File: config.mk
export PLATFORM = sky130hd
export DESIGN_NAME = stats_counters
export DESIGN_NICKNAME = d
export VERILOG_FILES = /design/src/source/cache_pkg.sv /design/src/source/stats_counters.sv
export VERILOG_INCLUDE_DIRS = /design/src /design/src/source
export SDC_FILE = /design/constraint.sdc
export NUM_CORES = 1
export LEC_CHECK = 0
export ABC_AREA = 1
export BUFFER_PORTS_ARGS = -buffer_cell sky130_fd_sc_hd__buf_2
export CAP_MARGIN = 30
export CORE_MARGIN = 1
export CORE_UTILIZATION = 60
export CTS_CLUSTER_DIAMETER = 100
export DETAILED_ROUTE_END_ITERATION = 7
export GPL_TIMING_DRIVEN = 1
export PLACE_DENSITY = 0.79
export SYNTH_ARGS = -nofsm -noshare
export SYNTH_HDL_FRONTEND = slang
export SYNTH_SLANG_ARGS = --single-unit
File: constraint.sdc
create_clock -name clk -period 5.3 [get_ports clk]
set_input_delay 0.53 -clock clk [delete_from_list [all_inputs] [get_ports clk]]
set_output_delay 0.53 -clock clk [all_outputs]
set_load 0.02 [all_outputs]
File: src/source/cache_macros.svh
`ifndef CACHE_MACROS_SVH
`define CACHE_MACROS_SVH

////////////////////////////////////////////////////////////
// cache geometry
////////////////////////////////////////////////////////////
`define CACHE_ADDR_W        30   // byte address, memory-select bits removed
`define CACHE_DATA_W        32
`define CACHE_STRB_W        4
`define CACHE_INDEX_W       10
`define CACHE_WSEL_W        1    // 2**wsel words per line
`define CACHE_TAG_W         17
`define CACHE_WB_DEPTH_LOG2 4

////////////////////////////////////////////////////////////
// statistics port
////////////////////////////////////////////////////////////
`define CACHE_STAT_W        32
`define CACHE_STAT_SEL_W    4
`define CACHE_STAT_HIT      4'd0
`define CACHE_STAT_RD_MISS  4'd1
`define CACHE_STAT_WR_MISS  4'd2
`define CACHE_STAT_INVAL    4'd15
`define CACHE_INVAL_MARKER  32'hDEADBEEF

`endif
File: src/source/cache_pkg.sv
`default_nettype none

`include "cache_macros.svh"

package cache_pkg;

   // one address word, seen flat or split for lookup
   typedef union packed
   {
      logic [`CACHE_ADDR_W-1:0] raw;
      struct packed
      {
         logic [`CACHE_TAG_W-1:0]   tag;
         logic [`CACHE_INDEX_W-1:0] index;
         logic [`CACHE_WSEL_W-1:0]  wsel;
         logic [1:0]                byte_off;
      } fields;
   } cache_addr_u;

   typedef struct packed
   {
      logic                     req;
      cache_addr_u              addr;
      logic [`CACHE_DATA_W-1:0] wdata;
      logic [`CACHE_STRB_W-1:0] wstrb;   // nonzero means write
   } cpu_req_t;

   typedef struct packed
   {
      logic                     ack;
      logic [`CACHE_DATA_W-1:0] rdata;
   } cpu_rsp_t;

   typedef struct packed
   {
      logic                         req;
      logic [`CACHE_STAT_SEL_W-1:0] sel;
   } stat_req_t;

   typedef struct packed
   {
      logic                     ack;
      logic [`CACHE_STAT_W-1:0] data;
   } stat_rsp_t;

   typedef struct packed
   {
      logic hit;
      logic rd_miss;
      logic wr_miss;
   } stat_event_t;

endpackage

`default_nettype wire

File: src/source/stats_counters.sv
`timescale 1ns/1ns
`default_nettype none

`include "cache_macros.svh"

module stats_counters
(
   input  logic                   clk,
   input  logic                   ctrl_reset,
   input  cache_pkg::stat_event_t events,
   input  cache_pkg::stat_req_t   stat_req,
   output cache_pkg::stat_rsp_t   stat_rsp,
   output logic                   invalidate
);

   logic [`CACHE_STAT_W-1:0] hit_cnt;
   logic [`CACHE_STAT_W-1:0] rd_miss_cnt;
   logic [`CACHE_STAT_W-1:0] wr_miss_cnt;
   logic [`CACHE_STAT_W-1:0] rd_data;
   logic                     rsp_ack;

   always_ff @(posedge clk or posedge ctrl_reset)
   begin
      if (ctrl_reset)
      begin
         hit_cnt     <= '0;
         rd_miss_cnt <= '0;
         wr_miss_cnt <= '0;
         rsp_ack     <= 1'b0;
         invalidate  <= 1'b0;
      end
      else
      begin
         if (events.hit)     hit_cnt     <= hit_cnt + 1'b1;
         if (events.rd_miss) rd_miss_cnt <= rd_miss_cnt + 1'b1;
         if (events.wr_miss) wr_miss_cnt <= wr_miss_cnt + 1'b1;
         rsp_ack    <= stat_req.req;   // answer one cycle later
         invalidate <= stat_req.req && (stat_req.sel == `CACHE_STAT_INVAL);
      end
   end

   // readout latched from the sel seen with req
   always_ff @(posedge clk)
   begin
      if (stat_req.req)
         case (stat_req.sel)
            `CACHE_STAT_HIT:     rd_data <= hit_cnt;
            `CACHE_STAT_RD_MISS: rd_data <= rd_miss_cnt;
            `CACHE_STAT_WR_MISS: rd_data <= wr_miss_cnt;
            `CACHE_STAT_INVAL:   rd_data <= `CACHE_INVAL_MARKER;
            default:             rd_data <= '0;   // unused codes
         endcase
   end

   assign stat_rsp = '{ack: rsp_ack, data: rd_data};

endmodule

`default_nettype wire

== Word-level counts from Yosys, hierarchy flattened ==
Index checks and enable logic that the tools add are counted.

* Register bits after elaboration: 130
* Input port bits: 10
* Output and inout port bits: 34
* Logic and storage cells: 15

* Add/sub/neg operators: 3
* Eq/ne operators: 3
* Muxes and demuxes: 1
* Reductions and logical operators: 2

{| class="wikitable"
|+ Operator list
! cell !! number
|-
| 32-bit case mux with 4 select lines || 1
|-
| 32-bit by 1-bit adder with 32-bit output, second input constant || 3
|-
| 4-bit by 1-bit == test with 1-bit output, second input constant || 1
|-
| 4-bit by 2-bit == test with 1-bit output, second input constant || 1
|-
| 4-bit == test, second input constant || 1
|-
| 4-bit logical NOT || 1
|-
| 1-bit logical AND || 1
|}

== Longest topological paths before layout ==
Gate-level depths: netlist (run 1).

* Word-level depth: 2
* Mapped depth: 8

== Worst setup path before layout (run 1) ==
No wires, ideal clock.

* Kind: input-to-reg
* Start: input port stat_req[3] in the netlist's numbering
* End: register rd_data[6], data pin
* Setup time: 0.152 ns
* Arrival time: 1.249 ns
* Slack: 3.899 ns
* Stages on the path: 6
* Cell sequence: nor2_2 nand3_2 inv_2 buf_2 a21oi_1 o21ai_0

* Word-level cells in the longest chain between the ends: 2
* Elaborated cells on any way between the ends: 5

{| class="wikitable"
|+ Ends and longest elaborated chain
! item !! RTL line !! source
|-
| start: declaration || stats_counters.sv:11 || <nowiki>input cache_pkg::stat_req_t stat_req,</nowiki>
|-
| 4-bit == test, or another cell as far along || stats_counters.sv:46 || <nowiki>case (stat_req.sel)</nowiki>
|-
| 32-bit case mux with 4 select lines (*) || stats_counters.sv:46 ||
|-
| end signal: assignment || stats_counters.sv:47 || <nowiki>`CACHE_STAT_HIT: rd_data <= hit_cnt;</nowiki>
|-
| end signal: assignment || stats_counters.sv:48 || <nowiki>`CACHE_STAT_RD_MISS: rd_data <= rd_miss_cnt;</nowiki>
|-
| end signal: assignment || stats_counters.sv:49 || <nowiki>`CACHE_STAT_WR_MISS: rd_data <= wr_miss_cnt;</nowiki>
|-
| end: declaration || stats_counters.sv:19 || <nowiki>logic [`CACHE_STAT_W-1:0] rd_data;</nowiki>
|}

Every way passes the cells marked *; elsewhere a longest branch is shown, timed or not.
A chain may end at the register's enable or synchronous reset.

== Worst setup path in the final report (run 1) ==
* Start: input port stat_req[3] in the netlist's numbering
* End: register rd_data[7], data pin

Same word-level chain as after synthesis.

==> results of run 1 <==
[layout make-up]
cell class,instances,area [um2],share of cell area (%)
clock buffers,19,433,5.53
clock inverters,13,190,2.43
inverters,110,415,5.31
multi-input cells,566,2980,38.0
flip-flops and latches,130,3410,43.6
well taps,140,175,2.24
repair buffers,44,223,2.85
[power by group through the flow]
stage          registers (mW)  logic (mW)  clock network (mW)
2_1_floorplan            1.26       0.243                   0
3_3_place_gp             1.27       0.333                   0
3_5_place_dp             1.27       0.348                   0
4_1_cts                  1.26       0.355                1.25
5_1_grt                  1.27       0.399                1.30
6_report                 1.26       0.355                1.25
[worst max-delay path by stage]
| stage | slack (ps) | to |
|---|---|---|
| 2_1_floorplan | 2210 | hit_cnt[0] |
| 3_3_place_gp | 3120 | rd_data[23] |
| 3_5_place_dp | 2960 | rd_data[7] |
| 4_1_cts | 3380 | rd_data[7] |
| 5_1_grt | 3190 | rd_data[23] |
| 6_report | 3350 | rd_data[7] |
[logic make-up after synthesis]
logic type	count (synthesis)	synth area share, %
XOR/XNOR	66	8.43
AO/OA/AOI/OAI	50	4.41
buffers and inverters	121	6.86
flip-flops	130	49.8
AND/OR/NAND/NOR	447	30.0
adder cells (fa/ha/maj)	3	0.547
[critical path: cells and delay by family]
kind            cells  cell delay [ps]
simple gates        3              840
buf+inv             2              670
compound gates      1              140
[registers in the layout (all words and copies together) (netlist names)]
| name | cells |
|---|---|
| rd_miss_cnt | 32 |
| rd_data | 32 |
| hit_cnt | 32 |
| invalidate | 1 |
| wr_miss_cnt | 32 |
| rsp_ack | 1 |
[layout by cell type, fill, tap and decap left out, types with 16 or more instances in the layout]
master                      netlist  final
sky130_fd_sc_hd__buf_2            7     43
sky130_fd_sc_hd__o21ai_0         25     25
sky130_fd_sc_hd__dfrtp_1         98     98
sky130_fd_sc_hd__nor2_2          16     16
sky130_fd_sc_hd__nand2_1        240    240
sky130_fd_sc_hd__xor2_1          53     53
sky130_fd_sc_hd__nand4_1         34     34
sky130_fd_sc_hd__nand3_1         48     48
sky130_fd_sc_hd__inv_1          104    103
sky130_fd_sc_hd__nor2_4          16     16
sky130_fd_sc_hd__edfxtp_1        32     32
sky130_fd_sc_hd__nor2_1          72     72
sky130_fd_sc_hd__clkbuf_16        0     17
[routing by layer]
layer	track usage (%)	wire (um)
met1	40.4	7360
met2	51.4	8220
met3	7.23	1080
met4	10.2	274
met5	0	0
==> summary.txt, run 1 <==
Worst setup path
  – Ordered list of cells on the worst path: buf_2, nor2_2, nand3_1, inv_1, nand2_1, o2111ai_1
  – Launch point of the worst reg-to-reg path: hit_cnt[10]
  – Register-to-Register Path Depth: 5
  – Maximum fanout count along the critical path: 20
  – Startpoint class of the critical path: primary input
  – CP Data Arrival Time: 2180 ps
  – Register-to-register setup slack: 3730 ps
  – Required time worst endpoint: 5530 ps
  – Cell with the largest stage delay on the worst path: sky130_fd_sc_hd__inv_1
  – Crit path largest cell delay: 560 ps
  – Worst setup path class: primary input to register
  – Worst reg2reg endpoint: hit_cnt[21]
  – Critical Path Source: stat_req[3]
  – Critical Path End Type: register

Route
  – Average wire per cell in the routed design: 16.6 um
  – Number of design-rule violations left by the first detailed-router iteration: 729
  – Sum of routed wire length over all layers: 16900 um
  – Remaining number of nets flagged by the antenna check after routing: 0
  – Residual DRC count: 0
  – Vias after detailed routing: 5690
  – Routed vias/inst: 5.57
  – Drt pass-1 iters: 7

Timing
  – Shortest period the worst path allows: 1950 ps
  – Max_slew headroom: 40.6%
  – Number of hold violations in the final report: 0
  – Final period util: 36.8%
  – Fin. max-slew vios: 0
  – Setup slack after layout: 3350 ps
  – Slew at the pin with the worst max-slew slack: 888 ps
  – Worst clock skew on the final layout: 8.82 ps
  – Setup TNS: 0 ps
  – Max Clock Freq: 513 MHz
  – Setup repair after global routing missed its margin: no
  – Hold Worst Slack: 119 ps
  – Setup Viol. Count Final: 0

Clock network
  – Buffer depth of the longest clock path: 2
  – Total of hold buffers inserted after clock tree synthesis: 0
  – Clock slew seen by the registers of the worst setup and hold paths: 60 ps
  – Worst skew pair latency: 420 ps
  – Quantity of gates resized following cts: 0
  – Clock root buffer: sky130_fd_sc_hd__clkbuf_16
  – Number of buffers created by CTS: 17
  – CTS H-tree depth: 4
  – Number of sinks on the clock net: 130
  – CTS tree: yes
  – Post-CTS setup buffers: 0

Synthesis
  – Number of register bits inferred by synthesis: 130
  – Most area-consuming cells after synthesis: sky130_fd_sc_hd__dfrtp_1 (36%), sky130_fd_sc_hd__edfxtp_1 (14%), sky130_fd_sc_hd__nand2_1 (13%), sky130_fd_sc_hd__xor2_1 (6.8%), sky130_fd_sc_hd__inv_1 (5.7%)
  – Post-Synthesis Cell Area: 0.00686 mm2
  – Count of synthesis-stage warnings from yosys: 0
  – Cell with the most instances after synthesis: sky130_fd_sc_hd__nand2_1
  – Cell variety after synth: 27
  – Fraction of registers with async set/reset: 75.4%
  – Average instance area after synthesis: 8.40 um2
  – Cell count after synthesis: 817
  – Post-synth EDFFs: 32
  – Post-Syn Nets: 830
  – Sequential area share after synthesis: 49.8%
  – Commonest register cell after synthesis: sky130_fd_sc_hd__dfrtp_1
  – Share of the synthesized area in the top cell type: 35.7%
  – Biggest area consumer among synthesized cells: sky130_fd_sc_hd__dfrtp_1
  – Leading cell types by count after synthesis: sky130_fd_sc_hd__nand2_1 (240), sky130_fd_sc_hd__inv_1 (104), sky130_fd_sc_hd__dfrtp_1 (98)

Floorplan
  – Area of the core: 0.0110 mm2
  – Die width: 109 um
  – Standard-cell row count: 38
  – Chip height: 109 um
  – Num ports: 44
  – Total Die Area: 0.0119 mm2
  – Starting density of the core: 62.5%

Layout
  – Proportion of layout cells with a drive suffix above 1: 14.5%
  – Final core utilization: 71.3%
  – Number of standard cells in the layout, taps in and fillers out: 1022
  – # nets final: 882
  – Cell area after layout: 0.00783 mm2
  – Ant diodes: 0
  – Area overhead of the layout relative to synthesis: 14.1%
  – Layout filler cell count: 813

Power
  – Clock group share of total power: 43.6%
  – Power Dens Cells: 366 mW/mm2
  – Leak: 3.71 nW
  – Share of total power in combinational logic: 12.4%
  – Internal: 2.07 mW
  – Peak supply drop: 0.430 mV
  – Switching power of the nets: 789 uW
  – Total Power Consumption: 2.86 mW
  – Switching power as a share of total power: 27.6%
  – Portion of total power attributed to sequential cells: 44.0%

Placement
  – Cell area reported after detailed placement: 0.00720 mm2
  – Count of placed standard cells including taps: 990
  – Routability-driven placement congestion ratio: 0.930
  – Number of buffer cells added on primary ports: 43
  – Half-perimeter wire length after detailed placement: 12300 um
  – Placement Setup Slack: 2960 ps

GRT
  – GRT Resource Usage Total: 31.1%
  – Initial antenna violation count: 0
  – Largest net degree at the start of global routing: 65
  – First-pass GRT wire length: 27300 um
  – Number of global-route vias before repair: 5621
  – Sum of overflow across all layers after global routing: 0

Status
  – Run status: completed

Worst hold path
  – Worst min path class: primary input to asynchronous set/reset pin

Flow run
  – Total of max-cap violations: 0
No activity file was read; power rests on OpenSTA's default activity.
==> inputs of run 2 (changes only) <==
ABC_AREA = 0   (was 1)
clock period = 1.89 ns   (was 5.3 ns; I/O delays follow)
==> run 2 against run 1 <==
Effect of this change: power grew to 2.7 times the previous value; global-route usage shrank 0.59 points; synthesized cell count shrank 33%; die area shrank 12%; first-iteration DRC count shrank 31%; core utilization grew 4.0 points; clock power grew to 2.7 times the previous value; largest power group unchanged.
==> summary.txt, run 2 <==
Status
  – Run status: completed

Route
  – Average wire per cell in the routed design: 18.9 um
  – Number of design-rule violations left by the first detailed-router iteration: 504
  – Sum of routed wire length over all layers: 14600 um
  – Residual DRC count: 0
  – Vias after detailed routing: 4671
  – Drt pass-1 iters: 6
  – Routed vias/inst: 6.04
  – Remaining number of nets flagged by the antenna check after routing: 0

Floorplan
  – Num ports: 44
  – Total Die Area: 0.0104 mm2
  – Chip height: 102 um
  – Standard-cell row count: 36
  – Area of the core: 0.00973 mm2
  – Starting density of the core: 61.8%
  – Die width: 102 um

Synthesis
  – Cell with the most instances after synthesis: sky130_fd_sc_hd__nand2_1
  – Share of the synthesized area in the top cell type: 40.8%
  – Leading cell types by count after synthesis: sky130_fd_sc_hd__nand2_1 (103), sky130_fd_sc_hd__dfrtp_1 (98), sky130_fd_sc_hd__nand4_1 (59)
  – Number of register bits inferred by synthesis: 130
  – Fraction of registers with async set/reset: 75.4%
  – Post-synth EDFFs: 32
  – Post-Synthesis Cell Area: 0.00601 mm2
  – Most area-consuming cells after synthesis: sky130_fd_sc_hd__dfrtp_1 (41%), sky130_fd_sc_hd__edfxtp_1 (16%), sky130_fd_sc_hd__xnor2_1 (7.6%), sky130_fd_sc_hd__nand2_1 (6.4%), sky130_fd_sc_hd__nand4_1 (6.1%)
  – Cell count after synthesis: 548
  – Average instance area after synthesis: 11.0 um2
  – Cell variety after synth: 31
  – Post-Syn Nets: 561
  – Sequential area share after synthesis: 56.8%
  – Commonest register cell after synthesis: sky130_fd_sc_hd__dfrtp_1
  – Count of synthesis-stage warnings from yosys: 0
  – Biggest area consumer among synthesized cells: sky130_fd_sc_hd__dfrtp_1

Clock network
  – Number of sinks on the clock net: 130
  – Buffer depth of the longest clock path: 2
  – Number of buffers created by CTS: 17
  – CTS H-tree depth: 4
  – Clock root buffer: sky130_fd_sc_hd__clkbuf_8
  – Worst skew pair latency: 530 ps
  – Clock slew seen by the registers of the worst setup and hold paths: 60 ps
  – CTS tree: yes

Timing
  – Setup Viol. Count Final: 0
  – Number of hold violations in the final report: 0
  – Worst clock skew on the final layout: 6.15 ps
  – Setup slack after layout: 27.5 ps
  – Max Clock Freq: 537 MHz
  – Slew at the pin with the worst max-slew slack: 777 ps
  – Setup TNS: 0 ps
  – Final period util: 98.5%
  – Shortest period the worst path allows: 1860 ps
  – Max_slew headroom: 48.2%
  – Hold Worst Slack: 188 ps
  – Setup repair after global routing missed its margin: yes
  – Fin. max-slew vios: 0

Worst hold path
  – Worst min path class: primary input to register

GRT
  – GRT Resource Usage Total: 30.5%
  – Number of global-route vias before repair: 4604
  – Initial antenna violation count: 0
  – First-pass GRT wire length: 23600 um
  – Sum of overflow across all layers after global routing: 0
  – Largest net degree at the start of global routing: 35

Worst setup path
  – Worst setup path class: register to register
  – Launch point of the worst reg-to-reg path: wr_miss_cnt[0]
  – Startpoint class of the critical path: register
  – Register-to-Register Path Depth: 6
  – Maximum fanout count along the critical path: 5
  – CP Data Arrival Time: 2300 ps
  – Critical Path End Type: register
  – Worst reg2reg endpoint: wr_miss_cnt[30]
  – Required time worst endpoint: 2330 ps
  – Critical Path Source: wr_miss_cnt[0]
  – End point of the critical path: wr_miss_cnt[30]
  – Register-to-register setup slack: 30 ps

Power
  – Peak supply drop: 0.639 mV
  – Leak: 3.36 nW
  – Power Dens Cells: 1050 mW/mm2

Layout
  – Proportion of layout cells with a drive suffix above 1: 19.7%
  – Most frequent cells in the layout: sky130_fd_sc_hd__nand2_1 (103), sky130_fd_sc_hd__dfrtp_1 (98), sky130_fd_sc_hd__nand4_1 (59)
  – Area overhead of the layout relative to synthesis: 21.8%
  – Cell area after layout: 0.00732 mm2
  – Commonest non-fill, non-tap cell in the layout: sky130_fd_sc_hd__nand2_1
  – Layout filler cell count: 616
  – Ant diodes: 0
  – Final core utilization: 75.3%
  – # nets final: 640

Placement
  – Cell area reported after detailed placement: 0.00656 mm2
  – Number of buffer cells added on primary ports: 43
  – Routability-driven placement congestion ratio: 0.922
  – Placement Setup Slack: -76.8 ps
  – Half-perimeter wire length after detailed placement: 9440 um

Flow run
  – Total of max-cap violations: 0
run 2: where the power goes:
| part | internal [mW] | switching (mW) |
|---|---|---|
| logic | 0.378 | 0.426 |
| registers | 3.15 | 0.330 |
| clock network | 2.24 | 1.17 |
run 2: how the worst min path moves through the flow:
stage                     start              end  cells after the start
finish              stat_req[4]          rsp_ack                      1
detailed placement   ctrl_reset  rd_miss_cnt[16]                      2
global route        stat_req[4]          rsp_ack                      1
global placement     ctrl_reset  rd_miss_cnt[13]                      2
CTS                 stat_req[4]          rsp_ack                      1
floorplan           stat_req[4]          rsp_ack                      0
run 2: cell type report:
type	instances	area (um2)	share of cell area, %
multi-input combinational	379	2490	34.0
clock inverter	11	156	2.14
inverter	19	75.1	1.03
timing repair buffer	80	563	7.69
sequential	130	3410	46.6
tap	133	166	2.27
clock buffer	21	460	6.29
run 2: through the flow:
step	total power, mW	instances
floorplan	3.91	548
global placement	4.18	729
detailed placement	4.23	729
CTS	7.64	765
global route	7.95	773
finish	7.69	773
run 2: cells by family (layout without fill, tap and decap cells):
logic type      after synthesis  in the layout  share of synthesized area [%]
mux                           3              3                          0.562
compound gates                8              8                           1.33
flops                       130            130                           56.8
xor+xnor                     93             93                           13.6
simple gates                272            272                           24.4
buf+inv                      39            131                           2.71
fa+ha+maj                     3              3                          0.625
run 2: critical path: stages, from the launching register on:
cell	delay, ps
sky130_fd_sc_hd__dfrtp_1	400
sky130_fd_sc_hd__ha_2	200
sky130_fd_sc_hd__nand4_1	110
sky130_fd_sc_hd__or3_4	430
sky130_fd_sc_hd__buf_12	150
sky130_fd_sc_hd__nor4_4	270
sky130_fd_sc_hd__xor2_1	210
run 2: repair_timing:
action / CTS / global route
hold buffers: 4 / 0
hold endpoints to repair: 37 / 0
gates resized for setup: 1 / 5
setup endpoints to repair: 2 / 9
buffers inserted: 0 / 8
cloned: 0 / 0
pin swaps: 0 / 7
run 2: metal layers:
metal,vias up,track usage (%),part of all wire [%]
met5,-,0,0
met2,232,46.8,47
met4,0,10.4,1.9
met3,33,6.70,7.7
met1,2294,43.4,43
li1,2112,-,-
==> inputs of run 3 (changes only) <==
CORE_UTILIZATION = 54   (was 60)
HOLD_SLACK_MARGIN = 0.05   (was default)
PLACE_DENSITY = 0.76   (was 0.79)
clock period = 1.7 ns   (was 1.89 ns; I/O delays follow)
==> run 3 against run 2 <==
Effect of this change: final area rose by 2.4%; clock power fell by 6.2%; combinational power rose by 50%; largest cell class unchanged; power rose by 5.9%; final cell count rose by 4.1%.
==> summary.txt, run 3 (synthesis results as in run 2) <==
Worst setup path
  – Startpoint class of the critical path: register
  – CP Data Arrival Time: 2130 ps
  – Required time worst endpoint: 2140 ps
  – Critical Path End Type: register
  – Crit path largest cell delay: 460 ps
  – Worst setup path class: register to register
  – Maximum fanout count along the critical path: 11
  – Ordered list of cells on the worst path: ha_1, nand4_1, or3_4, nor4_2, xor2_1
  – Register-to-Register Path Depth: 5
  – Cell with the largest stage delay on the worst path: sky130_fd_sc_hd__or3_4

Worst hold path
  – Hold Path Depth: 2
  – Worst min path class: primary input to register

Clock network
  – CTS tree: yes
  – CTS H-tree depth: 4
  – Buffer depth of the longest clock path: 2
  – Number of sinks on the clock net: 130
  – Worst skew pair latency: 520 ps
  – Clock slew seen by the registers of the worst setup and hold paths: 60 ps
  – Clock root buffer: sky130_fd_sc_hd__clkbuf_8
  – Number of buffers created by CTS: 17

Timing
  – Setup repair after global routing missed its margin: yes
  – Final period util: 99.3%
  – Hold Worst Slack: 109 ps
  – Shortest period the worst path allows: 1690 ps
  – Fin. max-slew vios: 0
  – Slew at the pin with the worst max-slew slack: 524 ps
  – Number of hold violations in the final report: 0
  – Worst clock skew on the final layout: 8.91 ps
  – Max_slew headroom: 65.1%
  – Setup Viol. Count Final: 0
  – Max Clock Freq: 593 MHz

Layout
  – Most frequent cells in the layout: sky130_fd_sc_hd__nand2_1 (103), sky130_fd_sc_hd__dfrtp_1 (96), sky130_fd_sc_hd__nand4_1 (59)
  – Final core utilization: 69.1%
  – Ant diodes: 0
  – Proportion of layout cells with a drive suffix above 1: 24.7%
  – Area overhead of the layout relative to synthesis: 24.7%
  – Commonest non-fill, non-tap cell in the layout: sky130_fd_sc_hd__nand2_1
  – # nets final: 667

Route
  – Residual DRC count: 0
  – Sum of routed wire length over all layers: 14000 um
  – Average wire per cell in the routed design: 17.4 um
  – Remaining number of nets flagged by the antenna check after routing: 0
  – Number of design-rule violations left by the first detailed-router iteration: 397
  – Vias after detailed routing: 4637
  – Drt pass-1 iters: 5
  – Routed vias/inst: 5.76

Floorplan
  – Num ports: 44
  – Chip height: 108 um
  – Area of the core: 0.0108 mm2
  – Total Die Area: 0.0116 mm2
  – Starting density of the core: 55.4%
  – Die width: 108 um
  – Standard-cell row count: 38

GRT
  – GRT Resource Usage Total: 25.9%
  – Sum of overflow across all layers after global routing: 0
  – Number of global-route vias before repair: 4545
  – Largest net degree at the start of global routing: 99
  – Initial antenna violation count: 0
  – First-pass GRT wire length: 22700 um

Power
  – Power Dens Cells: 1090 mW/mm2
  – Peak supply drop: 0.762 mV
  – Leak: 3.44 nW

Placement
  – Number of buffer cells added on primary ports: 43
  – Half-perimeter wire length after detailed placement: 9610 um
  – Routability-driven placement congestion ratio: 0.903

Status
  – Run status: completed

Flow run
  – Total of max-cap violations: 0
run 3: stage by stage:
step / instances / worst slack [ps] / setup TNS, ps / instance area, um2 / total power [mW]
after CTS: 802 / 1.56 / 0 / 7410 / 8.16
after global placement: 768 / 17.0 / 0 / 6820 / 4.87
after detailed placement: 768 / -50.4 / -146 / 6820 / 4.94
after floorplan: 548 / -49.6 / -147 / 6030 / 4.35
final: 805 / 12.7 / 0 / 7490 / 8.15
after global routing: 805 / -93.3 / -531 / 7490 / 8.48
run 3: final timing paths:
kind                            startpoint  slack (ps)         endpoint
setup / recovery            wr_miss_cnt[0]          10  wr_miss_cnt[30]
hold / removal                 stat_req[4]         110          rsp_ack
setup reg to reg            wr_miss_cnt[0]          10  wr_miss_cnt[30]
hold reg to reg            wr_miss_cnt[31]         480  wr_miss_cnt[31]
max in group asynchronous       ctrl_reset         960       hit_cnt[1]
min in group asynchronous       ctrl_reset         330   rd_miss_cnt[0]
run 3: area by class of cell:
cell class | count | area [um2]
Multi-Input combinational cell | 380 | 2560
Timing Repair Buffer | 106 | 748
Fill cell | 739 | 3350
Inverter | 19 | 75.1
Sequential cell | 130 | 3420
Clock buffer | 26 | 499
Tap cell | 140 | 175
Clock inverter | 4 | 23.8
run 3: where the power goes:
group / internal (mW) / switching, mW / total, mW
registers: 3.51 / 0.234 / 3.75
logic: 0.584 / 0.621 / 1.21
clock network: 1.97 / 1.22 / 3.20
run 3: layer usage:
| metal | track usage, % | share of wire [%] |
|---|---|---|
| met1 | 36.2 | 44 |
| met2 | 39.8 | 48 |
| met3 | 5.87 | 6.2 |
| met4 | 9.00 | 1.4 |
| met5 | 0 | 0 |
run 3: critical path: cells and delay by family (launching register included):
family,cells,cell delay [ps]
adders and majority gates,1,170
DFF,1,360
xor gates and xnor gates,1,170
and+or+nand+nor,3,910
run 3: repair_timing:
| action | 4_1_cts | 5_1_grt |
|---|---|---|
| hold buffers | 4 | 0 |
| setup endpoints to repair | 11 | 23 |
| pin swaps | 1 | 5 |
| gates resized for setup | 4 | 14 |
| buffers inserted | 0 | 2 |
| endpoints found under the hold margin | 111 | 0 |
| cloned | 0 | 1 |
